File: src/core_pkg.sv
package core_pkg;

	localparam int xlen = 64;
	localparam logic [63:0] reset_pc = 64'h8000_0000;

	typedef logic [4:0] reg_addr_t;
	typedef logic [xlen-1:0] word_t;
	typedef logic [31:0] instr_t;

	// Major opcodes of the supported subset
	localparam logic [6:0] op_reg = 7'b0110011;
	localparam logic [6:0] op_imm = 7'b0010011;
	localparam logic [6:0] op_load = 7'b0000011;
	localparam logic [6:0] op_store = 7'b0100011;

	typedef enum logic [2:0] {
		alu_add,
		alu_sub,
		alu_and,
		alu_or,
		alu_xor
	} alu_op_t;

	typedef struct packed {
		alu_op_t alu_op;
		logic use_imm;
		logic mem_read;
		logic mem_write;
		logic reg_write;
	} ctl_t;

	typedef struct packed {
		logic valid;
		word_t pc;
		instr_t instr;
	} fetch_data_t;

	typedef struct packed {
		logic valid;
		word_t pc;
		instr_t instr;
		reg_addr_t ra1;
		reg_addr_t ra2;
		word_t rd1;
		word_t rd2;
		word_t imm;
		reg_addr_t dst;
		ctl_t ctl;
	} decode_data_t;

	typedef struct packed {
		logic valid;
		word_t pc;
		instr_t instr;
		reg_addr_t dst;
		ctl_t ctl;
		word_t alu_result;
		word_t store_data;
	} execute_data_t;

	typedef struct packed {
		logic valid;
		word_t pc;
		instr_t instr;
		reg_addr_t dst;
		logic reg_write;
		word_t wdata;
	} memory_data_t;

endpackage

File: src/execute.sv
`timescale 1ns/100ps

module execute (
	input  core_pkg::decode_data_t  decode_in,
	input  core_pkg::execute_data_t exec_fwd,
	input  core_pkg::memory_data_t  mem_fwd,
	output core_pkg::execute_data_t execute_out
);
	core_pkg::word_t src_a;
	core_pkg::word_t src_b;
	core_pkg::word_t op_b;

	// Youngest writer wins: E first, then M, then the register read
	function automatic core_pkg::word_t fwd_pick(
		input core_pkg::reg_addr_t     idx,
		input core_pkg::word_t         reg_val,
		input core_pkg::execute_data_t e,
		input core_pkg::memory_data_t  m
	);
		if (idx != 5'd0 && e.valid && e.ctl.reg_write && e.dst == idx) begin
			return e.alu_result;
		end else if (idx != 5'd0 && m.valid && m.reg_write && m.dst == idx) begin
			return m.wdata;
		end
		return reg_val;
	endfunction

	assign src_a = fwd_pick(decode_in.ra1, decode_in.rd1, exec_fwd, mem_fwd);
	assign src_b = fwd_pick(decode_in.ra2, decode_in.rd2, exec_fwd, mem_fwd);
	assign op_b = decode_in.ctl.use_imm ? decode_in.imm : src_b;

	always_comb begin
		execute_out.valid = decode_in.valid;
		execute_out.pc = decode_in.pc;
		execute_out.instr = decode_in.instr;
		execute_out.dst = decode_in.dst;
		execute_out.ctl = decode_in.ctl;
		execute_out.store_data = src_b;
		unique case (decode_in.ctl.alu_op)
			core_pkg::alu_sub: execute_out.alu_result = src_a - op_b;
			core_pkg::alu_and: execute_out.alu_result = src_a & op_b;
			core_pkg::alu_or:  execute_out.alu_result = src_a | op_b;
			core_pkg::alu_xor: execute_out.alu_result = src_a ^ op_b;
			default:           execute_out.alu_result = src_a + op_b;
		endcase
	end

endmodule

File: config.mk
export PLATFORM = sky130hd
export DESIGN_NAME = execute
export DESIGN_NICKNAME = d
export VERILOG_FILES = /design/src/core_pkg.sv /design/src/execute.sv
export SDC_FILE = /design/constraint.sdc
export NUM_CORES = 1
export LEC_CHECK = 0
export BUFFER_PORTS_ARGS = -buffer_cell sky130_fd_sc_hd__buf_2
export CAP_MARGIN = 20
export CORE_AREA = 2 2 373 375
export DETAILED_ROUTE_END_ITERATION = 10
export DIE_AREA = 0 0 375 377
export PLACE_DENSITY = 0.3
export SYNTH_ARGS = -nofsm -noshare
export SYNTH_HDL_FRONTEND = slang
export SYNTH_SLANG_ARGS = --single-unit
File: constraint.sdc
create_clock -name vclk -period 16.3
set_clock_uncertainty 0.15 [all_clocks]
set_input_delay 4.89 -clock vclk [all_inputs]
set_output_delay 4.89 -clock vclk [all_outputs]
set_load 0.01 [all_outputs]
Word level (Yosys, flattened, before mapping)
Cells that the tools add are included.

operators by class
  $add $sub $neg = 2
  equality and inequality tests = 8
  multiplexer cells = 12
  bitwise operators = 3
  reductions and logical operators = 14

operators with widths
  operator              number
  $mux W64              7
  $pmux W64 S4          1
  $add A64 B64 Y64      1
  $and A64 B64 Y64      1
  $or A64 B64 Y64       1
  $sub A64 B64 Y64      1
  $xor A64 B64 Y64      1
  $eq A5 B5 Y1          4
  $logic_and A1 B1 Y1   12
  $reduce_bool A5 Y1    2
  $eq A3 B2 Y1 const B  2
  $mux W1               4
  $eq A3 B1 Y1 const B  1
  $eq A3 B3 Y1 const B  1

storage, ports and cells
  flip-flop bits (word level) = 0
  input port bits = 715
  output and inout bits = 237
  logic and storage cells = 39

Depth between registers and ports, before layout
  depth in word-level cells = 10
  gate-level depth with buffers = 30
  mapped depth without buffers = 25

Worst setup path after synthesis
No wires, ideal clock.

  path type = input-to-output
  from = input exec_fwd[137] (netlist bit)
  to = output execute_out[127] (netlist bit)
  arrival = 10,378 ps
  required time = 11,260 ps
  path slack = 882 ps
  cell stages on the path = 28
  buffers on the path = 4
  cell sequence = xnor2_1 nand3_1 or3_1 buf_6 buf_6 a21oi_2 buf_4 a221o_1 ha_1 nand2_1 nor3_2 nand3_2 or3_1 o21ai_0 xnor2_1 ha_1 clkbuf_1 a21oi_1 o21ai_0 a21oi_1 o21ai_0 a221oi_1 o21ai_0 o2111ai_1 a21boi_0 o41ai_1 a31oi_1 o31ai_1

RTL lines
  what             RTL line      text
  start, declared  execute.sv:5  input core_pkg::execute_data_t exec_fwd,
  end, declared    execute.sv:7  output core_pkg::execute_data_t execute_out

==> flow_summary.toml <==
[status]
status = "completed"

[synth]
synth_xor_area_share_pct = 8.611
synthSimpleGateAreaFrac_pct = 19.45
seq_area_frac_synth_pct = 0
yosys.area.top_type_share_pct = 17.50
yosysWarnings = 0
syn_area_mm2 = 0.01373
synthDistinctLibCells = 71
synth-compound-area-share_pct = 28.87
synthTopCellsByArea = "ha_1, a21oi_1, mux2i_1"
syn_area_per_cell_um2 = 6.627
synthMuxAreaShare_pct = 10.12
synth_top_family_by_area = "compound AO/OA/AOI/OAI gates"
synth_most_common_cell = "a21oi_1"
syn_inst = 2072
ys_top_cells_by_count = "a21oi_1, nor2_1, ha_1"
synth_fa_ha_area_share_pct = 17.64
syn_nets = 2980
synth_top_area_cell = "ha_1"

[global_route]
grt_max_degree = 98
use_met1_pct = 18.91
grt_pass1_wl_um = 151100
grt_usage_pct = 15.29
overflow = 0
use_met2_pct = 26.58
grt-busiest-layer = "met2"
grt_pass1_vias = 18280
antenna_found_initial = 66
met3_usage_pct = 4.549

[setup_path]
required_ns = 11.26
cpMaxStageDelayCell = "or3_4"
arrival_ns = 10.88
critPathLaunchType = "input port"
endpoint_kind = "primary output"
path_max_fanout = 8
cp_common_cell = "buf_4"
path_class = "input port to primary output"
crit_path_max_incr_delay_ns = 0.46

[drt]
via_count = 17950
viasPerCell = 3.949
wl_per_cell_um = 24.81
dr.pass1.iters = 5
drc = 0
dr.first_iter.drc_count = 977
ant_nets = 0
routed_wirelength_um = 112700

[power_and_ir_drop]
power_leakage_nw = 10.36
power_mw = 0.9446
ir_worst_vdd_mv = 0.01099
p_per_area_mw_per_mm2 = 45.20

[timing]
tightest_slew_ns = 0.8604
rsz0062_at_grt = "true"
final_max_slew_viol_count = 0
slew_headroom_pct = 42.50
post-route-period-util_pct = 97.69
fin_crit_ns = 15.92
max_freq_ghz = 0.06280
hold_violations = 0
setup_viol = 0

[layout]
drive_gt1_share_pct = 36.92
seq_cell_count = 0
final_nets = 3643
clkbuf_count = 0
syn2layout_area_growth_pct = 52.19
regArea_um2 = 0
stdcell_area_mm2 = 0.02090

[placement]
port_buffers = 480
dp_hpwl_um = 100900
gp_congestion = 0.8242
place_area_mm2 = 0.02044

[floorplan]
coreArea_mm2 = 0.1370
row_count = 136
start_util_pct = 10.02
fp.dieW_um = 375
io_pins = 952
dieArea_mm2 = 0.1414
die_h_um = 377

[clock_network]
hold_buffers = 0

[job]
cap_violations = 0

[worst_hold_path]
hp-class = "input port to primary output"
==> timing repair <==
| item | CTS | global route |
|---|---|---|
| hold endpoints to repair | 0 | 0 |
| setup buffers | 6 | 4 |
| pin swaps | 5 | 11 |
| gates resized for setup | 18 | 59 |
| setup endpoints to repair | 15 | 25 |
==> where the power goes <==
group | switching [mW] | total [mW] | internal (mW)
Clock | 0 | 0.000000104 | 0.000000104
Combinational | 0.543 | 0.945 | 0.401
Sequential | 0 | 0 | 0
==> per-stage QoR <==
step	setup slack (ns)	setup TNS, ns	util [%]	hold WS (ns)	cells
after CTS	0.0007603	0	15.01	9.630	4523
after detailed placement	-0.3463	-2.282	14.92	9.630	4517
after global routing	-0.03611	-0.04559	15.23	9.630	4528
final	0.3764	0	15.25	9.630	4544
after floorplan	0.8819	0	-	9.722	2072
after global placement	-0.3699	-2.772	14.92	9.630	4517
==> cell type report <==
class	count	area (um2)
Antenna cell	17	42.54
Fill cell	16030	116100
Inverter	183	686.9
Multi-Input combinational cell	1643	12020
Tap cell	1794	2245
Timing Repair Buffer	907	5901
==> routing by layer <==
metal	vias to the layer above	routed length (um)
met1	8440	48230
met5	-	142
li1	8671	-
met3	166	9696
met2	645	52590
met4	24	2068
==> cells by family after synthesis <==
logic type | after synthesis
buffers and inverters | 429
adders and majority gates | 193
muxes | 138
AOI/OAI and AO/OA | 628
and+or+nand+nor | 549
xor gates and xnor gates | 135
==> path summary, 6_finish.rpt <==
kind,from,end,slack [ns],depth (start not counted)
max,decode_in[204],execute_out[127],0.38,32
min,decode_in[11],execute_out[139],9.63,0
==> worst max-delay path, delay by kind of cell <==
kind                       cells  cell delay, ns
AOI/OAI and AO/OA             12            2.14
xor gates and xnor gates       2            0.31
adders and majority gates      2            0.48
buffers and inverters          8            1.36
muxes                          1            0.19
and+or+nand+nor                7            1.48
==> cell usage in the layout (no fill, tap or decap), types with 14 or more instances in the layout <==
cell type	Yosys	layout
inv_1	182	182
a21o_1	44	44
diode_2	0	17
o221ai_1	20	20
o31ai_1	32	23
a21oi_1	266	261
nor3_1	28	24
buf_12	0	23
buf_4	114	405
nand2_1	117	116
xor2_1	29	28
xnor2_1	106	104
a31oi_1	57	51
nand4_1	41	41
o22ai_1	22	22
mux2i_1	133	130
and3_1	15	14
a211oi_1	36	31
buf_2	15	478
nor2_1	205	204
ha_1	192	191
nand3_1	25	21
nor4_1	40	37
o21ai_0	57	51
Note: power is estimated with default switching activity, not from simulation.
