## src/core_pkg.sv

```systemverilog
package core_pkg;

	localparam int xlen = 64;
	localparam logic [63:0] reset_pc = 64'h8000_0000;

	typedef logic [4:0] reg_addr_t;
	typedef logic [xlen-1:0] word_t;
	typedef logic [31:0] instr_t;

	// Major opcodes of the supported subset
	localparam logic [6:0] op_reg = 7'b0110011;
	localparam logic [6:0] op_imm = 7'b0010011;
	localparam logic [6:0] op_load = 7'b0000011;
	localparam logic [6:0] op_store = 7'b0100011;

	typedef enum logic [2:0] {
		alu_add,
		alu_sub,
		alu_and,
		alu_or,
		alu_xor
	} alu_op_t;

	typedef struct packed {
		alu_op_t alu_op;
		logic use_imm;
		logic mem_read;
		logic mem_write;
		logic reg_write;
	} ctl_t;

	typedef struct packed {
		logic valid;
		word_t pc;
		instr_t instr;
	} fetch_data_t;

	typedef struct packed {
		logic valid;
		word_t pc;
		instr_t instr;
		reg_addr_t ra1;
		reg_addr_t ra2;
		word_t rd1;
		word_t rd2;
		word_t imm;
		reg_addr_t dst;
		ctl_t ctl;
	} decode_data_t;

	typedef struct packed {
		logic valid;
		word_t pc;
		instr_t instr;
		reg_addr_t dst;
		ctl_t ctl;
		word_t alu_result;
		word_t store_data;
	} execute_data_t;

	typedef struct packed {
		logic valid;
		word_t pc;
		instr_t instr;
		reg_addr_t dst;
		logic reg_write;
		word_t wdata;
	} memory_data_t;

endpackage

```

## src/memory.sv

```systemverilog
`timescale 1ns/100ps

module memory (
	input  core_pkg::execute_data_t execute_in,
	output logic                    dreq_valid,
	output logic                    dreq_write,
	output core_pkg::word_t         dreq_addr,
	output core_pkg::word_t         dreq_wdata,
	input  logic                    dresp_data_ok,
	input  core_pkg::word_t         dresp_rdata,
	output logic                    stall_mem,
	output core_pkg::memory_data_t  memory_out
);
	logic mem_op;

	assign mem_op = execute_in.valid & (execute_in.ctl.mem_read | execute_in.ctl.mem_write);

	// Request fields come straight from the E register
	// which stays frozen while the bus waits
	assign dreq_valid = mem_op;
	assign dreq_write = execute_in.ctl.mem_write;
	assign dreq_addr = execute_in.alu_result;
	assign dreq_wdata = execute_in.store_data;

	assign stall_mem = mem_op & ~dresp_data_ok;

	always_comb begin
		memory_out.valid = execute_in.valid;
		memory_out.pc = execute_in.pc;
		memory_out.instr = execute_in.instr;
		memory_out.dst = execute_in.dst;
		memory_out.reg_write = execute_in.ctl.reg_write;
		if (execute_in.ctl.mem_read) begin
			memory_out.wdata = dresp_rdata;
		end else begin
			memory_out.wdata = execute_in.alu_result;
		end
	end

endmodule

```

## config.mk

```make
export PLATFORM = sky130hd
export DESIGN_NAME = memory
export DESIGN_NICKNAME = d
export VERILOG_FILES = /design/src/core_pkg.sv /design/src/memory.sv
export SDC_FILE = /design/constraint.sdc
export NUM_CORES = 1
export LEC_CHECK = 0
export BUFFER_PORTS_ARGS = -buffer_cell sky130_fd_sc_hd__clkbuf_2
export CAP_MARGIN = 20
export CORE_AREA = 4 4 231 233
export DETAILED_ROUTE_END_ITERATION = 16
export DIE_AREA = 0 0 235 237
export GPL_ROUTABILITY_DRIVEN = 0
export GPL_TIMING_DRIVEN = 0
export PLACE_DENSITY_LB_ADDON = 0.15
export SETUP_SLACK_MARGIN = 0.1
export SYNTH_ARGS = -nofsm -noshare
export SYNTH_HDL_FRONTEND = slang
export SYNTH_SLANG_ARGS = --single-unit
```

## constraint.sdc

```tcl
create_clock -name vclk -period 1
set_clock_uncertainty 0.1 [all_clocks]
set_input_delay 0.1 -clock vclk [all_inputs]
set_output_delay 0.1 -clock vclk [all_outputs]
set_load 0.005 [all_outputs]
```

[After elaboration in Yosys (flattened, before gate mapping)]
Cells that the tools add are included.
Word-level totals
  output and inout port bits: 298
  word-level logic and storage cells: 5
  flip-flop bits (word level): 0
  input bits: 302
Cells by class
  mux-type cells: 1
  bitwise operators: 4
Operator list (count)
  $mux W64: 1
  $and A1 B1 Y1: 2
  $not A1 Y1: 1
  $or A1 B1 Y1: 1

[Longest topological paths before layout]
Gate-level depths: netlist of run 1.
  depth in word-level cells: 3
  gate-level depth with buffers: 3
  gate-level depth less buffers: 2

[Worst setup path before layout of run 1]
OpenSTA, ideal clock, no wires.
  kind: input to output
  from: input port execute_in[130] in the netlist's numbering
  to: output port memory_out[12] in the netlist's numbering
  required time: 0.800 ns
  stages on the path: 3
  data arrival time: 0.697 ns
  path slack: 0.103 ns
  path buffers: 2
  cell sequence: buf_6 > buf_6 > mux2_4
RTL lines
  start: declaration: line memory.sv:4  | input core_pkg::execute_data_t execute_in,
  end: declaration: line memory.sv:12  | output core_pkg::memory_data_t memory_out

==> results of run 1 <==
## synth_stat cells (all sizes together)
| master | n |
|---|---|
| nor2b | 1 |
| buf | 239 |
| mux2 | 64 |
| o21a | 1 |
## kinds of logic after synthesis
family                 Yosys count  synth area share [%]
buffers and inverters          239                  66.3
multiplexers                    64                  33.2
AND/OR/NAND/NOR                  1                 0.229
AO/OA/AOI/OAI                    1                 0.274
## timing repair
action / in CTS / in global routing
setup endpoints to repair: 65 / 64
resized for setup: 24 / 10
hold buffers: 0 / 0
endpoints found under the hold margin: 0 / 0
pin swaps: 1 / 0
buffers inserted: 2 / 0
cloned: 2 / 0
## metal layers
layer	GRT usage [%]	part of all wire [%]
met1	5.30	32
met3	1.07	9.5
met4	0.233	0
met5	0	0
met2	11.5	58
## area by class of cell
cell class                      instances  area [um2]
Antenna cell                            2        5.00
Buffer                                239        1880
Fill cell                            5953       45300
Multi-Input combinational cell         66         952
Tap cell                              680         851
Timing Repair Buffer                  433        2260
## per-stage QoR
stage               setup TNS, ns  hold slack, ns
floorplan                       0           0.130
global placement            -9.81           0.272
detailed placement          -9.19           0.271
CTS                         -1.54           0.271
global route                -1.59           0.274
finish                     -0.266           0.269
## worst paths after layout
check                    endpoint  cells past startpoint  slack (ns)            start
setup / recovery   memory_out[42]                      4       -0.03  execute_in[130]
hold / removal    memory_out[132]                      2        0.27  execute_in[202]
## critical path: cells and delay by family
| kind | cells | cell delay (ns) |
|---|---|---|
| buf+inv | 3 | 0.40 |
| mux | 1 | 0.30 |
## where the power goes
part           total, uW  leakage (uW)  internal [uW]  switching [uW]
Combinational       2400       0.00350           1580             828
Clock           0.000155  0.0000000127       0.000155               0
Sequential             0             0              0               0
Total               2400       0.00350           1580             828
==> results.tsv, run 1 <==
metric	value	unit
ios	600	
end_kind	primary output	
layout_common_cells	424 x clkbuf_2, 232 x buf_4, 54 x mux2_4	
grt-ovfl-total	0	
maxSlewViolCount	0	
crit_path_max_fanout	5	
start_util	5.34	%
yosysSeqAreaShare	0	%
detail-route-antenna-nets	0	
syn_inst	305	
grt_pass1_wl	22.9	mm
grt_max_degree	11	
final_common_cell	clkbuf_2	
wl	17.0	mm
drt-pass1-iter-count	4	
post_synth.cell_area_avg	8.97	um2
yosys_warnings	0	
max_cap_viol_count	0	
critical-path-slowest-cell	mux2_4	
start_kind	input port	
drc	0	
dp_cells	1414	
routed_via_density	2.43	
port_buffers	429	
finalHoldViolCount	0	
worstSetupPathType	input port to primary output	
cp.required	0.80	ns
tightest_slew	0.221	ns
layout_min_cycle_time	1.03	ns
clkbuf_count	0	
violations	setup timing	
power	2400	uW
syn-num-nets	607	
die_area	55700	um2
dieHeight	237	um
place_area	5730	um2
yosys.area.top_type_share	63.6	%
seq_area	0	um2
status	finished with violations	
layout.nets	1042	
core	51200	um2
rows	83	
timing.final.crit_share	103	%
final_cells	1420	
p_leak	0.00350	uW
vias	3453	
yosysUniqueCellTypes	7	
antenna_found_initial	2	
yosysTopAreaCell	buf_4	
yosys-top-cells-area	buf_4 64%, mux2_4 27%, mux2_2 5.8%	
ir_worst_vdd	84.7	uV
drt_iter0_drc	20	
fin_util	11.6	%
timing.final.ws_setup	-0.0262	ns
cp.arrival	0.83	ns
dp_slack	-0.288	ns
final_cell_area	5950	um2
area_delta_synth_final	117	%
die_width	235	um
max_stage_delay	0.30	ns
slew_headroom	85.3	%
finalSetupViolCount	23	
post_drt_wl_per_cell	12.0	um
nFlopsAndLatches	0	
grt_pass1_vias	3787	
fmax	975	MHz
syn_area	2740	um2
hpwlAfterDp	15.9	mm
hold_path_class	input port to primary output	
worstPathCellList	buf_16 > buf_12 > mux2_4 > buf_8	
power_density	404	nW/um2
grt_setup_unrepaired	yes	
layout-drive-gt1-share	100	%
grt_usage	5.29	%
Note: power is estimated with default switching activity, not from simulation.
==> run 2: changes to the inputs <==
--- a/config.mk
+++ b/config.mk
@@ -12,7 +12,6 @@
 export DIE_AREA = 0 0 235 237
 export GPL_ROUTABILITY_DRIVEN = 0
 export GPL_TIMING_DRIVEN = 0
-export PLACE_DENSITY_LB_ADDON = 0.15
 export SETUP_SLACK_MARGIN = 0.1
 export SYNTH_ARGS = -nofsm -noshare
 export SYNTH_HDL_FRONTEND = slang
==> run 2 against run 1 <==
  * The flow still finishes with violations (setup timing)
  * First-iteration DRC count up 110%
  * Die area is the same
  * Worst hold slack about the same
  * Routed wire length up 10%
  * Sequential share of layout area unchanged
  * Non-clock buffer count increased by 1
  * Final cell count rose by 0.14%
  * Flip-flop and latch count did not move
  * Final area increased by 0.53%
  * Largest cell class unchanged
  * Highest routed layer is now met5
==> results.tsv, run 2 (synthesis results as in run 1) <==
metric	value	unit	change
end_kind	primary output		unchanged
crit_path_max_fanout	6		was 5
area_delta_synth_final	118	%	was 117%
fin_util	11.7	%	was 11.6%
final_cells	1422		was 1,420
violations	setup timing		unchanged
layout_common_cells	422 x clkbuf_2, 233 x buf_4, 52 x mux2_4		was 424 x clkbuf_2, 232 x buf_4, 54 x mux2_4
layout.nets	1043		was 1,042
start_kind	input port		unchanged
drc	0		unchanged
hold_path_class	input port to primary output		unchanged
detail-route-antenna-nets	0		unchanged
drt-pass1-iter-count	4		unchanged
timing.final.crit_share	112	%	was 103%
postCtsHoldBufs	0		unchanged
final_cell_area	5980	um2	was 5950 um2
critPathBufInv	3		unchanged
cp_top_family	buffers and inverters		unchanged
post_drt_wl_per_cell	13.2	um	was 12.0 um
place_area	5730	um2	unchanged
p_leak	0.00351	uW	was 0.00350 uW
tns	-3.78	ns	was -0.266 ns
ir_worst_vdd	106	uV	was 84.7 uV
cp.required	0.80	ns	about the same
ios	600		unchanged
grt_pass1_wl	24.2	mm	was 22.9 mm
grt_setup_unrepaired	yes		unchanged
maxSlewViolCount	0		unchanged
wl	18.7	mm	was 17.0 mm
worstPathCellList	bufbuf_16 > buf_12 > mux2_4 > clkbuf_2		was buf_16 > buf_12 > mux2_4 > buf_8
status	finished with violations		unchanged
fmax	896	MHz	was 975 MHz
worstSetupPathType	input port to primary output		unchanged
critical-path-slowest-cell	mux2_4		unchanged
routed_via_density	2.41		was 2.43
grt_usage	5.85	%	was 5.29%
core	51200	um2	unchanged
layout-drive-gt1-share	100	%	unchanged
antenna_found_initial	6		was 2
rows	83		unchanged
grt_pass1_vias	3577		was 3,787
vias	3429		was 3,453
grt-ovfl-total	0		unchanged
tightest_slew	0.217	ns	was 0.221 ns
seq_area	0	um2	unchanged
nFlopsAndLatches	0		unchanged
die_width	235	um	unchanged
slew_headroom	85.6	%	was 85.3%
die_area	55700	um2	unchanged
clkbuf_count	0		unchanged
hold_slack	0.269	ns	about the same
drt_iter0_drc	42		was 20
start_util	5.34	%	unchanged
finalHoldViolCount	0		unchanged
cp.arrival	0.92	ns	was 0.83 ns
dp_cells	1414		unchanged
max_cap_viol_count	0		unchanged
timing.final.ws_setup	-0.116	ns	was -0.0262 ns
final_common_cell	clkbuf_2		unchanged
hpwlAfterDp	17.4	mm	was 15.9 mm
grt_max_degree	11		unchanged
layout_min_cycle_time	1.12	ns	was 1.03 ns
port_buffers	429		unchanged
dieHeight	237	um	unchanged
max_stage_delay	0.30	ns	about the same
finalSetupViolCount	58		was 23
power_density	417	nW/um2	was 404 nW/um2
-- run 2: what timing repair did --
item                                    CTS  global route
endpoints found under the hold margin     0             0
gates cloned                              3             0
gates resized for setup                  25             8
pin swaps                                 1             0
endpoints found under the setup margin   65            66
setup buffers                             2             0
-- run 2: cell type report --
cell class | instances | area (um2)
Antenna cell | 3 | 7.51
Buffer | 239 | 1860
Fill cell | 5883 | 45200
Multi-Input combinational cell | 66 | 945
Tap cell | 680 | 851
Timing Repair Buffer | 434 | 2310
-- run 2: power breakdown --
part,internal (uW),switching [uW]
Combinational,1590,900
Sequential,0,0
Clock,0.000403,0
Total,1590,900
-- run 2: routing by layer --
| layer | share of wire [%] | track usage (%) | routed length (um) | vias up |
|---|---|---|---|---|
| met5 | 0.23 | 0 | 44 | - |
| met4 | 1.9 | 1.22 | 352 | 6 |
| met3 | 15 | 2.92 | 2750 | 18 |
| met2 | 52 | 11.1 | 9780 | 332 |
| met1 | 31 | 5.70 | 5830 | 1453 |
| li1 | - | - | - | 1620 |
-- run 2: final timing paths --
kind | start | end | slack (ns) | cells past startpoint
min | execute_in[13] | dreq_wdata[13] | 0.27 | 2
max | execute_in[130] | memory_out[19] | -0.12 | 4
-- run 2: through the flow --
step	total power (uW)	worst slack, ns
detailed placement	2400	-0.376
CTS	2540	-0.121
global route	2700	-0.132
floorplan	1190	0.103
finish	2490	-0.116
global placement	2400	-0.375
==> run 3: changes to the inputs <==
--- a/config.mk
+++ b/config.mk
@@ -7,9 +7,9 @@
 export LEC_CHECK = 0
 export BUFFER_PORTS_ARGS = -buffer_cell sky130_fd_sc_hd__clkbuf_2
 export CAP_MARGIN = 20
-export CORE_AREA = 4 4 231 233
+export CORE_AREA = 4 4 232 234
 export DETAILED_ROUTE_END_ITERATION = 16
-export DIE_AREA = 0 0 235 237
+export DIE_AREA = 0 0 236 238
 export GPL_ROUTABILITY_DRIVEN = 0
 export GPL_TIMING_DRIVEN = 0
 export SETUP_SLACK_MARGIN = 0.1
==> constraint.sdc (replaced) <==
create_clock -name vclk -period 0.99
set_clock_uncertainty 0.1 [all_clocks]
set_input_delay 0.099 -clock vclk [all_inputs]
set_output_delay 0.099 -clock vclk [all_outputs]
set_load 0.005 [all_outputs]
==> run 3 against run 2 <==
  * Core utilization shrank 0.20 points
  * Total power grew 0.35%
  * Final cell count rose by 0.49%
  * Worst hold slack got worse by 0.0025 ns
  * Non-clock buffer count stayed put
  * Flip-flop and latch count unchanged
  * The flow still finishes with violations (setup timing)
  * Die area up 0.85%
  * Routed wire length down 3.0%
  * Critical endpoint is now memory_out[48]
  * Combinational power hardly changed
  * Critical path depth unchanged
  * Largest power group unchanged
==> results.tsv, run 3 (synthesis results as in run 1) <==
metric	value	unit	change
vias	3452		was 3,429
ir_worst_vdd	131	uV	was 106 uV
routed_via_density	2.42		was 2.41
max_cap_viol_count	0		unchanged
grt-ovfl-total	0		unchanged
hp-start	execute_in[228]		was execute_in[13]
layout.nets	1043		unchanged
max_stage_delay	0.31	ns	was 0.30 ns
grt_pass1_vias	3349		was 3,577
nFlopsAndLatches	0		unchanged
hpwlAfterDp	17.3	mm	was 17.4 mm
cp.arrival	0.85	ns	was 0.92 ns
crit_path_max_fanout	10		was 6
layout_common_cells	419 x clkbuf_2, 235 x buf_4, 54 x mux2_4		was 422 x clkbuf_2, 233 x buf_4, 52 x mux2_4
detail-route-antenna-nets	0		unchanged
port_buffers	429		unchanged
holdPathStages	2		unchanged
start_util	5.26	%	was 5.34%
finalHoldViolCount	0		unchanged
layout_min_cycle_time	1.05	ns	
slew_headroom	90.3	%	was 85.6%
ios	600		unchanged
grt_setup_unrepaired	yes		unchanged
final_cell_area	5970	um2	was 5980 um2
grt_usage	5.45	%	was 5.85%
area_delta_synth_final	118	%	about the same
drt-pass1-iter-count	4		unchanged
maxSlewViolCount	0		unchanged
end_kind	primary output		unchanged
seq_area	0	um2	unchanged
layout-drive-gt1-share	99.9	%	was 100%
finalSetupViolCount	49		was 58
hold_end	memory_out[158]		was dreq_wdata[13]
final_common_cell	clkbuf_2		unchanged
critical-path-slowest-cell	mux2_4		unchanged
violations	setup timing		unchanged
core	52000	um2	was 51,200 um2
place_area	5740	um2	was 5730 um2
fin_util	11.5	%	was 11.7%
clkbuf_count	0		unchanged
timing.final.ws_setup	-0.0636	ns	was -0.116 ns
timing.final.crit_share	106	%	
start_kind	input port		unchanged
critPathBufInv	3		unchanged
cp.required	0.79	ns	was 0.80 ns
cp_top_family	buffers and inverters		unchanged
worstSetupPathType	input port to primary output		unchanged
hold_path_class	input port to primary output		unchanged
power_density	418	nW/um2	was 417 nW/um2
dieHeight	238	um	was 237 um
crit_cells	4		unchanged
post_drt_wl_per_cell	12.7	um	was 13.2 um
grt_max_degree	11		unchanged
fmax	949	MHz	
wl	18.2	mm	was 18.7 mm
die_width	236	um	was 235 um
die_area	56200	um2	was 55,700 um2
grt_pass1_wl	22.6	mm	was 24.2 mm
antenna_found_initial	4		was 6
tightest_slew	0.146	ns	was 0.217 ns
status	finished with violations		unchanged
p_leak	0.00351	uW	about the same
drc	0		unchanged
worstPathCellList	buf_16 > buf_12 > mux2_4 > clkbuf_2		was bufbuf_16 > buf_12 > mux2_4 > clkbuf_2
rows	84		was 83
drt_iter0_drc	54		was 42
-- run 3: cell count changes in the layout (fill, tap and decap cells not counted), moves of 2 or more --
| cell | previous run | this run |
|---|---|---|
| buf_16 | 4 | 2 |
| mux2_2 | 12 | 10 |
| mux2_4 | 52 | 54 |
| buf_4 | 233 | 235 |
| clkbuf_2 | 422 | 419 |
| buf_6 | 5 | 9 |
-- run 3: worst max path at each step --
stage,to,from
floorplan,memory_out[12],execute_in[130]
CTS,memory_out[44],execute_in[130]
global route,memory_out[42],execute_in[130]
detailed placement,memory_out[7],execute_in[130]
global placement,memory_out[7],execute_in[130]
finish,memory_out[48],execute_in[130]
-- run 3: final cells by class --
type	instances	area (um2)
buffer	239	1860
timing repair buffer	434	2300
fill	6017	46100
tap	688	861
antenna	2	5.00
multi-input combinational	66	945
-- run 3: metrics by stage --
stage	instances	hold WS (ns)	power (uW)	TNS [ns]	setup slack, ns
floorplan	305	0.128	1200	0	0.0950
global placement	1422	0.268	2420	-8.85	-0.278
detailed placement	1422	0.269	2420	-8.71	-0.290
CTS	1427	0.269	2530	-2.96	-0.0843
global route	1427	0.271	2680	-3.26	-0.0829
finish	1429	0.266	2500	-1.97	-0.0636
-- run 3: routing by layer --
| layer | up-vias | GRT usage, % | share of wire (%) |
|---|---|---|---|
| met5 | - | 0 | 0.15 |
| met4 | 4 | 0.641 | 1.6 |
| met3 | 14 | 2.38 | 13 |
| met2 | 354 | 11.4 | 55 |
| met1 | 1460 | 4.92 | 30 |
| li1 | 1620 | - | - |
-- run 3: what timing repair did --
item,in CTS,in global routing
gates cloned,2,0
pin swaps,1,0
hold buffers,0,0
endpoints found under the setup margin,65,66
setup buffers,3,0
gates resized for setup,24,18
-- run 3: report_power, final --
part	internal, uW	switching (uW)
Sequential	0	0
Combinational	1600	896
Clock	0.000280	0
Total	1600	896
