`config.mk`:
```
export PLATFORM = sky130hd
export DESIGN_NAME = fetch
export DESIGN_NICKNAME = d
export VERILOG_FILES = /design/src/core_pkg.sv /design/src/fetch.sv
export SDC_FILE = /design/constraint.sdc
export NUM_CORES = 1
export LEC_CHECK = 0
export BUFFER_PORTS_ARGS = -buffer_cell sky130_fd_sc_hd__buf_2
export CORE_ASPECT_RATIO = 1.75
export CORE_MARGIN = 2
export CORE_UTILIZATION = 49
export CTS_CLUSTER_SIZE = 24
export DETAILED_ROUTE_END_ITERATION = 8
export HOLD_SLACK_MARGIN = 0.08
export PLACE_DENSITY = 0.93
export REMOVE_ABC_BUFFERS = 1
export SYNTH_ARGS = -nofsm -noshare
export SYNTH_HDL_FRONTEND = slang
export SYNTH_SLANG_ARGS = --single-unit
```
`constraint.sdc`:
```
create_clock -name clk -period 3.74 [get_ports clk]
set_input_delay 0.374 -clock clk [delete_from_list [all_inputs] [get_ports clk]]
set_output_delay 0.374 -clock clk [all_outputs]
set_load 0.03 [all_outputs]
```
`src/core_pkg.sv`:
```
package core_pkg;

	localparam int xlen = 64;
	localparam logic [63:0] reset_pc = 64'h8000_0000;

	typedef logic [4:0] reg_addr_t;
	typedef logic [xlen-1:0] word_t;
	typedef logic [31:0] instr_t;

	// Major opcodes of the supported subset
	localparam logic [6:0] op_reg = 7'b0110011;
	localparam logic [6:0] op_imm = 7'b0010011;
	localparam logic [6:0] op_load = 7'b0000011;
	localparam logic [6:0] op_store = 7'b0100011;

	typedef enum logic [2:0] {
		alu_add,
		alu_sub,
		alu_and,
		alu_or,
		alu_xor
	} alu_op_t;

	typedef struct packed {
		alu_op_t alu_op;
		logic use_imm;
		logic mem_read;
		logic mem_write;
		logic reg_write;
	} ctl_t;

	typedef struct packed {
		logic valid;
		word_t pc;
		instr_t instr;
	} fetch_data_t;

	typedef struct packed {
		logic valid;
		word_t pc;
		instr_t instr;
		reg_addr_t ra1;
		reg_addr_t ra2;
		word_t rd1;
		word_t rd2;
		word_t imm;
		reg_addr_t dst;
		ctl_t ctl;
	} decode_data_t;

	typedef struct packed {
		logic valid;
		word_t pc;
		instr_t instr;
		reg_addr_t dst;
		ctl_t ctl;
		word_t alu_result;
		word_t store_data;
	} execute_data_t;

	typedef struct packed {
		logic valid;
		word_t pc;
		instr_t instr;
		reg_addr_t dst;
		logic reg_write;
		word_t wdata;
	} memory_data_t;

endpackage

```
`src/fetch.sv`:
```
`timescale 1ns/100ps

module fetch (
	input  logic                  clk,
	input  logic                  reset,
	input  logic                  stall,
	output logic                  ireq_valid,
	output core_pkg::word_t       ireq_addr,
	input  logic                  iresp_data_ok,
	input  core_pkg::instr_t      iresp_data,
	output core_pkg::fetch_data_t fetch_out
);
	core_pkg::word_t pc;

	// No branches, so the next pc is always pc + 4
	always_ff @(posedge clk) begin
		if (reset) begin
			pc <= core_pkg::reset_pc;
		end else if (!stall) begin
			pc <= pc + 64'd4;
		end
	end

	// Always requesting
	// a held pc keeps the address steady until data_ok
	assign ireq_valid = 1'b1;
	assign ireq_addr = pc;

	always_comb begin
		fetch_out.valid = iresp_data_ok;
		fetch_out.pc = pc;
		fetch_out.instr = iresp_data;
	end

endmodule

```
Word-level counts from Yosys, hierarchy flattened
Cells that the tools add are included.
{ "classes": {"addsub": 1} }
{ "ops": {"columns": ["cell", "count"], "rows": [
  ["$add A64 B3 Y64 const B", 1]
]} }
{ "word_totals": {"in_bits": 36, "wordCells": 2, "out_inout_bits": 162, "register_bits": 64} }

Depth between registers and ports, before layout
Gate-level depths: netlist (run 1).
{ "depth": {"ltp_word": 1, "depth_mapped": 7, "ltp_nobuf": 6} }

Least setup slack after synthesis (run 1)
No wires, ideal clock.
{ "synth_timing": {"kind": "register to register", "start": "register pc[2] (netlist: ireq_addr[2])", "end": "register pc[42] (netlist: ireq_addr[42])", "path_slack_ns": 1.523, "arrival_ns": 2.089, "stages_incl_launch_ff": 8, "setup_ns": 0.128, "n_path_buf": 1, "required_ns": 3.612, "period_less_slack_ns": 2.217, "cell_sequence": "dfxtp_1 ha_1 inv_1 or4_4 buf_6 nor4_1 xnor2_1 nor2_1"} }
{ "synth_via": {"elab_chain_cells": 1} }
{ "synth_rtl": {"columns": ["element", "line", "source"], "rows": [
  ["start, declared", "fetch.sv:13", "core_pkg::word_t pc;"],
  ["start signal, assigned", "fetch.sv:18", "pc <= core_pkg::reset_pc;"],
  ["start signal, assigned", "fetch.sv:20", "pc <= pc + 64'd4;"],
  ["$add A64 B3 Y64", "fetch.sv:20", null]
]} }
Every way passes these cells.
A chain may end at the register's enable or synchronous reset.

Worst setup path after layout (run 1)
{ "layout_timing": {"start": "register pc[8] (netlist: ireq_addr[8])", "end": "register pc[47] (netlist: ireq_addr[47])"} }
Same word-level chain as after synthesis.

==> out/metrics.cfg, run 1 <==
[cells_and_area]
largest_reg_flops = 62
n_antenna_cell = 0
drive_gt1_frac = 0.327
final_cells = 568
final_common_cell = buf_2
syn2layout_area_growth_pct = 7.86
fin_nets = 512
num-fill-cells = 657
mostFrequentLayoutCells = buf_2, dfxtp_1, nor2_1, a21oi_1, xnor2_1

[critical_path]
path_max_fanout = 12
cpPeakStageDelay_ns = 0.50
cp_top_family = simple AND/OR/NAND/NOR gates
start_kind = flop
path_cells = nand4_2 > nor4_1 > nand4_1 > or3_1 > a21oi_1
end_kind = flop
crit_required_ns = 3.99
critPathBufInv = 0
cp_slowest_cell = or3_1
crit_type = reg -> reg
cp.arrival_ns = 2.62

[sta]
relSlewSlack = 0.264
setup_viol = 0
period_share = 0.635
setup_tns_ns = 0
finalMaxSlewViolations = 0
final.setup_skew_ns = 0.00681
rsz0062_at_grt = no
fmax_mhz = 421
min_period_ns = 2.38
tightest_slew_ns = 1.10
finalHoldViolCount = 0

[power_and_ir_drop]
sw_frac_of_total = 0.196
p_sw_mw = 0.330
p_per_area_nw_per_um2 = 420
peakVddDrop_mv = 0.283
p_int_mw = 1.36
p_leak_nw = 1.79
combPwrFrac = 0.023
clock_power_share = 0.581
pwr-share-seq = 0.395

[drt]
vias = 3198
routed_wl_mm = 9.82
wire_per_inst_microns = 17.3
drt-initial-drc-count = 237
drc = 0
drt_pre_antenna_iters = 5
postRouteAntennaNets = 0
routed_via_density = 5.63

[run_status]
status = finished clean

[global_route]
grt_overflow = 0
grtUsageTotal = 0.230
grt_pass1_vias = 2776
antenna_found_initial = 0
grt_pass1_wl_mm = 14.7
grt_max_degree = 63

[die]
rows = 42
pin_count = 198
core_sq_um = 7460
die_w_microns = 69.9
dieArea_sq_um = 8340
die_h_microns = 119
start_util = 0.499

[clock_network]
cts.clk_slew.worst_paths_ns = 0.05
cts_resized = 0
cts-hold-fix-buffers = 0
cts_tree = built
htreeDepth = 3
clock_latency_ns = 0.33
clockRootBuffer = clkbuf_16
post-cts-setup-buffer-count = 0
clkSinkCount = 62
clk_path_buf_depth = 2
cts_buffers = 9

[placement]
place_congestion = 0.863
dpl.hpwl_mm = 7.52
portBuffers = 126
place_inst = 552

[synth]
synth_simple_gate_area_frac = 0.272
seq_area_frac_synth = 0.333
ys_seq_elements = 62
yosys.area_share.adder = 0.00336
syn_area_sq_um = 3720
yosysWarningCount = 0
synthCells = 450
synth_compound_area_frac = 0.0692
synth.distinct_cells = 37
synth_top_family_by_area = simple AND/OR/NAND/NOR gates
synth_xor_area_frac = 0.0870
synthMuxAreaShare = 0.00269
synth.avg_cell_area_sq_um = 8.28

[run]
drv_cap = 0

[min_path]
hold_class = in -> reg

layer usage:
layer / vias to the layer above / track usage / wire length (microns) / part of all wire
met3: 19 / 0.171 / 1650 / 0.17
met4: 2 / 0.0637 / 142 / 0.014
met1: 1480 / 0.222 / 3140 / 0.32
met2: 194 / 0.380 / 4830 / 0.49
met5: - / 0.0523 / 55 / 0.0056
li1: 1503 / - / - / -
synth_stat cells, drive strengths merged:
master	number	area share
nand3	22	0.030
and4	6	0.014
nand4	21	0.039
or2	2	0.0034
or3	17	0.029
dfxtp	62	0.33
nand2b	1	0.0017
or4	4	0.0091
o41ai	1	0.0024
inv	11	0.011
clkbuf	12	0.012
o21ai	19	0.026
and2	2	0.0034
conb	2	0.0020
nand3b	1	0.0020
xor2	14	0.033
a21oi	24	0.032
xnor2	23	0.054
and3	6	0.010
or3b	1	0.0024
nand4b	3	0.011
a31o	3	0.0071
ha	1	0.0034
mux2i	1	0.0027
nand2	17	0.017
a21o	1	0.0020
nor4	18	0.046
buf	103	0.21
nor3	9	0.012
nor2	43	0.043
final cells by class:
| type | instances | area [sq um] | area share |
|---|---|---|---|
| inverters | 11 | 41.3 | 0.0103 |
| flip-flops and latches | 62 | 1240 | 0.309 |
| repair buffers | 126 | 631 | 0.157 |
| multi-input cells | 265 | 1640 | 0.407 |
| clock inverters | 5 | 105 | 0.0262 |
| well taps | 88 | 110 | 0.0274 |
| clock buffers | 11 | 253 | 0.0629 |
tightest hold or removal path: stages:
cell     delay (ns)
buf_2          0.14
mux2i_1        0.08
nor2_1         0.08
power groups by stage:
stage	Combinational [mW]	Sequential [mW]	Clock, mW
finish	0.0394	0.667	0.981
CTS	0.0392	0.667	0.984
global route	0.0419	0.667	1.01
global placement	0.0384	0.680	0
floorplan	0.0128	0.690	0
detailed placement	0.0392	0.681	0
final timing paths:
kind	slack, ns	start	depth (start not counted)	end
worst max-delay path	1.36	ireq_addr[8]	5	ireq_addr[47]
worst min-delay path	0.39	stall	3	ireq_addr[3]
worst max register to register	1.36	ireq_addr[8]	5	ireq_addr[47]
worst min register to register	0.50	ireq_addr[63]	2	ireq_addr[63]
kinds of logic after synthesis:
logic type,count (synthesis)
buffers and inverters,126
muxes,1
DFF,62
AOI/OAI and AO/OA,48
xor gates and xnor gates,37
and+or+nand+nor,173
adders and majority gates,1
other,2
stage by stage:
stage	hold slack (ns)	worst slack (ns)	cell area (sq um)	utilization	total power, mW
global route	0.405	1.11	4020	0.538	1.72
floorplan	0.443	1.27	2920	-	0.703
detailed placement	0.502	1.35	3660	0.490	0.720
CTS	0.377	1.40	4020	0.538	1.69
finish	0.391	1.36	4020	0.538	1.69
global placement	0.490	1.44	3660	0.490	0.719
Power figures use the tool's default switching activity.
==> run 2, diff against run 1 <==
ABC_AREA = 1   (was default)
CORE_UTILIZATION = 48   (was 49)
PLACE_DENSITY = 0.88   (was 0.93)
clock period = 2.4 ns   (was 3.74 ns; I/O delays follow)
==> run 2 against run 1 <==
Net effect: die area increased by 20%; critical path depth increased by 2; via count grew 37%; largest power group unchanged.
==> out/metrics.cfg, run 2 <==
[global_route]
grt_max_degree = 28  ; -56%
grtUsageTotal = 0.271  ; +0.0412
use_met1 = 0.254  ; +0.0326
use_met3 = 0.135  ; -0.0356
grt_pass1_vias = 3868  ; +39%
grt_pass1_wl_mm = 20.2  ; +37%
grt.busiest_layer = met2
gr-usage-met2 = 0.457  ; +0.0767
antenna_found_initial = 0  ; unchanged
grt_overflow = 0  ; unchanged

[placement]
portBuffers = 126  ; unchanged
place_congestion = 0.963  ; +12%
dpl.hpwl_mm = 11.1  ; +48%

[die]
dieArea_sq_um = 10000  ; +20%
start_util = 0.489  ; -0.00968
pin_count = 198  ; unchanged
rows = 46  ; +9.5%
die_w_microns = 76.6  ; +9.5%
die_h_microns = 131  ; +9.8%
core_sq_um = 9040  ; +21%

[clock_network]
cts.clk_slew.worst_paths_ns = 0.06  ; about the same
clkSinkCount = 62  ; unchanged
post-cts-setup-buffer-count = 0  ; unchanged
cts_buffers = 9  ; unchanged
clock_latency_ns = 0.34  ; about the same
clockRootBuffer = clkbuf_16
cts_resized = 0  ; unchanged
cts-hold-fix-buffers = 0  ; unchanged
clk_path_buf_depth = 2  ; unchanged
cts_tree = built
htreeDepth = 3  ; unchanged

[synth]
yosysWarningCount = 0  ; unchanged
yosys.area_share.adder = 0.00283  ; -0.000530
synthArstFlopShare = 0  ; unchanged
synth.avg_cell_area_sq_um = 6.52  ; -21%
synth_edf_count = 0  ; unchanged
synth_compound_area_frac = 0.0625  ; -0.00668
synthCells = 678  ; +51%
syn_area_sq_um = 4420  ; +19%
synth.top_cell.area_share = 0.281  ; -0.0526
synthTopCellsByArea = dfxtp_1, buf_4, nand2_1
ys_seq_elements = 62  ; unchanged
synth_top_family_by_area = simple AND/OR/NAND/NOR gates
synth_ff_type = dfxtp_1
synth_simple_gate_area_frac = 0.407  ; +0.135
synth_most_common_cell = nand2_1
yosys-top-cells-count = nand2_1, nor2_1, buf_4
synthMuxAreaShare = 0  ; -0.00269
synth_area_leader_cell = dfxtp_1
synth_xor_area_frac = 0.0139  ; -0.0731
synth.distinct_cells = 37  ; unchanged
seq_area_frac_synth = 0.281  ; -0.0526

[sta]
finalMaxSlewViolations = 0  ; unchanged
setup_tns_ns = 0  ; unchanged
rsz0062_at_grt = no
min_period_ns = 1.82  ; -0.554 ns
finalHoldViolCount = 0  ; unchanged
final.setup_skew_ns = 0.00434  ; -0.00248 ns
relSlewSlack = 0.652  ; +0.388
period_share = 0.759  ; +0.124
setup_viol = 0  ; unchanged
fmax_mhz = 549  ; +30%
tightest_slew_ns = 0.517  ; -0.586 ns

[power_and_ir_drop]
clock_power_share = 0.546  ; -0.035
pwr-share-seq = 0.419  ; +0.024
p_sw_mw = 0.570  ; +73%
fin_total_pwr_mw = 2.48  ; +47%
p_leak_nw = 2.23  ; +24%
p_int_mw = 1.91  ; +41%
combPwrFrac = 0.036  ; +0.013
peakVddDrop_mv = 0.363  ; +28%
sw_frac_of_total = 0.230  ; +0.0341
p_per_area_nw_per_um2 = 517  ; +23%

[cells_and_area]
largest_reg_flops = 62  ; unchanged
n_antenna_cell = 0  ; unchanged
syn2layout_area_growth_pct = 8.54
final_common_cell = nand2_1
drive_gt1_frac = 0.256  ; -0.0709
fin_nets = 754  ; +47%
mostFrequentLayoutCells = nand2_1, nor2_1, buf_2, inv_1, dfxtp_1

[critical_path]
path_max_fanout = 6  ; -6
crit_required_ns = 2.62  ; -1.37 ns
cp.arrival_ns = 2.04  ; -0.58 ns
end_kind = flop
crit_type = reg -> reg
start_kind = flop

[drt]
vias = 4388  ; +37%
drc = 0  ; unchanged
postRouteAntennaNets = 0  ; unchanged
routed_wl_mm = 13.8  ; +41%
drt-initial-drc-count = 227  ; -4.2%
routed_via_density = 5.21  ; -7.4%
wire_per_inst_microns = 16.4  ; -5.1%
drt_pre_antenna_iters = 7  ; +2

[run]
drv_cap = 0  ; unchanged

[min_path]
hold_class = in -> reg

[run_status]
status = finished clean

[run 2: power by group through the flow]
| stage | Sequential (mW) | Clock, mW | Combinational [mW] |
|---|---|---|---|
| detailed placement | 1.06 | 0 | 0.0872 |
| CTS | 1.04 | 1.37 | 0.0874 |
| floorplan | 1.07 | 0 | 0.0416 |
| global route | 1.04 | 1.40 | 0.0956 |
| global placement | 1.06 | 0 | 0.0861 |
| finish | 1.04 | 1.35 | 0.0884 |
[run 2: critical path, cell delays in order, from the launching register on]
cell and delay, ns:
dfxtp_1 0.43, nand2_1 0.16, nor2_1 0.27, nand2_1 0.12
nor3_1 0.42, nand4_1 0.16, nand2_1 0.10, nor2_1 0.04
[run 2: final timing paths]
path / start / to / slack (ns) / cells after the start
worst max-delay path: ireq_addr[45] / ireq_addr[60] / 0.58 / 7
worst min register to register: ireq_addr[5] / ireq_addr[5] / 0.52 / 2
worst min-delay path: reset / ireq_addr[31] / 0.28 / 3
worst max register to register: ireq_addr[45] / ireq_addr[60] / 0.58 / 7
[run 2: area by class of cell]
type | count | area, sq um
tap | 120 | 150
clock inverter | 5 | 57.6
sequential | 62 | 1240
inverter | 66 | 250
timing repair buffer | 131 | 681
multi-input combinational | 447 | 2170
clock buffer | 11 | 253
fill | 932 | 4240
[run 2: metrics by stage]
step	instance area, sq um	cells	setup slack [ns]	hold slack, ns	util
final	4800	842	0.578	0.283	0.531
after global routing	4800	842	0.432	0.312	0.531
after CTS	4800	842	0.595	0.283	0.531
after detailed placement	4490	826	0.611	0.480	0.497
after global placement	4490	826	0.643	0.480	0.497
after floorplan	3660	575	0.318	0.312	-
[run 2: per-layer routing]
metal	share of wire	vias to the layer above
li1	-	2111
met1	0.33	1971
met2	0.48	246
met3	0.12	58
met4	0.069	2
met5	0.0041	-
[run 2: cells by family (layout without fill, tap and decap cells)]
logic type	count (synthesis)	count (layout)
and+or+nand+nor	381	381
buffers and inverters	172	213
DFF	62	62
AOI/OAI and AO/OA	53	53
xor gates and xnor gates	7	7
other	2	5
adders and majority gates	1	1
==> run 3, diff against run 2 <==
ABC_AREA = 0   (was 1)
CORE_UTILIZATION = 41   (was 48)
PLACE_DENSITY = 0.84   (was 0.88)
clock period = 1.65 ns   (was 2.4 ns; I/O delays follow)
==> run 3 against run 2 <==
Net effect: the flow now finishes with violations (setup timing); power increased by 54%; clock skew up 0.0037 ns; combinational power rose by 39%; maximum frequency is 12% lower; flip-flop and latch count unchanged; cell area rose by 13%; hold slack got worse by 0.035 ns; core utilization is 7.8 points higher; final cell count down 15%; count of clock-buffer cells in the layout fell by 2; critical path type unchanged; largest cell class unchanged.
==> out/metrics.cfg, run 3 (synthesis results as in run 1) <==
[placement]
place_inst = 672  ; -19%
postPlaceCellArea_sq_um = 4370  ; -2.6%
dp_slack_ns = -0.401  ; -1.01 ns
portBuffers = 126  ; unchanged
place_congestion = 0.824  ; -14%
dpl.hpwl_mm = 8.27  ; -26%

[critical_path]
worstSetupEndpoint = ireq_addr[54]
path_max_fanout = 5  ; -1
end_kind = flop
crit_required_ns = 1.91  ; -0.71 ns
start_kind = flop
rrSetupSlack_ns = -0.42  ; -1.00 ns
crit_type = reg -> reg
cp_slowest_cell = or4_4
path_cells = nand4_4 > or4_4 > buf_12 > nor4_4 > buf_4 > nand4_1 > a21oi_2
cp.depth = 7  ; unchanged
cp_top_family = simple AND/OR/NAND/NOR gates
rr_worst_depth = 7  ; unchanged
timing.rr.end = ireq_addr[54]
cpPeakStageDelay_ns = 0.63  ; +0.20 ns
r2r_start = ireq_addr[23]
critical_path.startpoint = ireq_addr[23]
cp.arrival_ns = 2.33  ; +0.29 ns
critPathBufInv = 2  ; +2

[clock_network]
htreeDepth = 3  ; unchanged
clk_path_buf_depth = 2  ; unchanged
clkSinkCount = 62  ; unchanged
clockRootBuffer = clkbuf_16
clock_latency_ns = 0.34  ; about the same
cts-hold-fix-buffers = 0  ; unchanged
cts.clk_slew.worst_paths_ns = 0.05  ; about the same
cts_tree = built
cts_buffers = 9  ; unchanged

[sta]
whs_ns = 0.248  ; -0.0354 ns
tightest_slew_ns = 0.627  ; +0.110 ns
min_period_ns = 2.07  ; +0.252 ns
period_share = 1.26  ; +0.498
fmax_mhz = 482  ; -12%
setup_viol = 44  ; +44
finalHoldViolCount = 0  ; unchanged
setup_ws_ns = -0.424  ; -1.00 ns
finalMaxSlewViolations = 0  ; unchanged
rsz0062_at_grt = yes
final.setup_skew_ns = 0.00799  ; +0.00365 ns
relSlewSlack = 0.582  ; -0.0705
setup_tns_ns = -9.81  ; -9.81 ns

[drt]
drt-initial-drc-count = 239  ; +5.3%
drc = 0  ; unchanged
routed_via_density = 5.58  ; +7.2%
wire_per_inst_microns = 19.2  ; +17%
drt_pre_antenna_iters = 5  ; -2
routed_wl_mm = 13.7  ; -1.0%
vias = 3987  ; -9.1%
postRouteAntennaNets = 0  ; unchanged

[die]
die_h_microns = 130  ; -0.68%
start_util = 0.418  ; -0.0719
rows = 46  ; unchanged
dieArea_sq_um = 9890  ; -1.4%
die_w_microns = 76.1  ; -0.67%
core_sq_um = 8920  ; -1.3%
pin_count = 198  ; unchanged

[cells_and_area]
n_antenna_cell = 0  ; unchanged
drive_gt1_frac = 0.556  ; +0.299
finish.utilization = 0.610  ; +0.0782
largest_reg_flops = 62  ; unchanged
final_common_cell = buf_2
finalInstanceArea_sq_um = 5440  ; +13%
syn2layout_area_growth_pct = 46.0
fin_nets = 626  ; -17%
final_cells = 714  ; -15%
mostFrequentLayoutCells = buf_2, buf_4, dfxtp_1, nor2_1, a21oi_1

[global_route]
grt_overflow = 0  ; unchanged
grt_pass1_vias = 3812  ; -1.4%
grt_max_degree = 29  ; +3.6%
grtUsageTotal = 0.254  ; -0.0173
grt_pass1_wl_mm = 19.4  ; -4.0%
antenna_found_initial = 0  ; unchanged

[power_and_ir_drop]
peakVddDrop_mv = 0.544  ; +50%
p_per_area_nw_per_um2 = 705  ; +36%
fin_total_pwr_mw = 3.83  ; +54%
p_leak_nw = 2.70  ; +21%

[run]
drv_cap = 0  ; unchanged

[run_status]
status = complete, but fails checks
violations = setup timing

[min_path]
hold_class = in -> reg

[run 3: cell types whose count changed in the layout (fill, tap and decap cells not counted), moves of 16 or more]
cell     delta
buf_4      +89
buf_6      +16
dfxtp_1    -18
inv_1      -54
nand2_1   -129
nor2_1     -90
nor4_4     +17
or3_1      +16
[run 3: timing repair]
item / 4_1_cts / 5_1_grt
gates cloned: 2 / 0
resized for setup: 67 / 46
setup buffers: 12 / 13
endpoints found under the setup margin: 44 / 51
pin swaps: 37 / 30
[run 3: power breakdown]
| group | switching, mW | leakage (nW) | internal [mW] |
|---|---|---|---|
| Sequential | 0.00695 | 0.509 | 1.50 |
| Combinational | 0.0870 | 2.03 | 0.0362 |
| Clock | 0.722 | 0.162 | 1.48 |
[run 3: routing by layer]
metal  global-route usage  vias to the layer above  wire length, microns  share of wire
li1                     -                     1732                     -              -
met1                0.234                     1864                  4330           0.32
met2                0.454                      301                  6820           0.50
met3               0.0954                       88                  1450           0.11
met4                0.187                        2                  1040          0.076
met5               0.0400                        -                    41         0.0030
[run 3: worst register-to-register path: stages, from the launching register on]
cell and delay [ns]:
dfxtp_4 0.36, nand4_4 0.12, or4_4 0.63, buf_12 0.18
nor4_4 0.15, buf_4 0.19, nand4_1 0.16, a21oi_2 0.21
[run 3: cell type report]
cell class              count  area, sq um
well taps                 120          150
fillers                   666         3480
flip-flops and latches     62         1270
multi-input cells         265         2030
inverters                  11         41.3
clock buffers               9          225
clock inverters             7          123
repair buffers            240         1600
[run 3: how the worst min path moves through the flow]
stage	start	to	slack (ns)	depth (start not counted)
floorplan	reset	ireq_addr[17]	0.23	1
global placement	iresp_data[18]	fetch_out[18]	0.33	0
detailed placement	iresp_data[18]	fetch_out[18]	0.33	0
CTS	stall	ireq_addr[2]	0.24	4
global route	stall	ireq_addr[2]	0.29	4
finish	stall	ireq_addr[2]	0.25	4
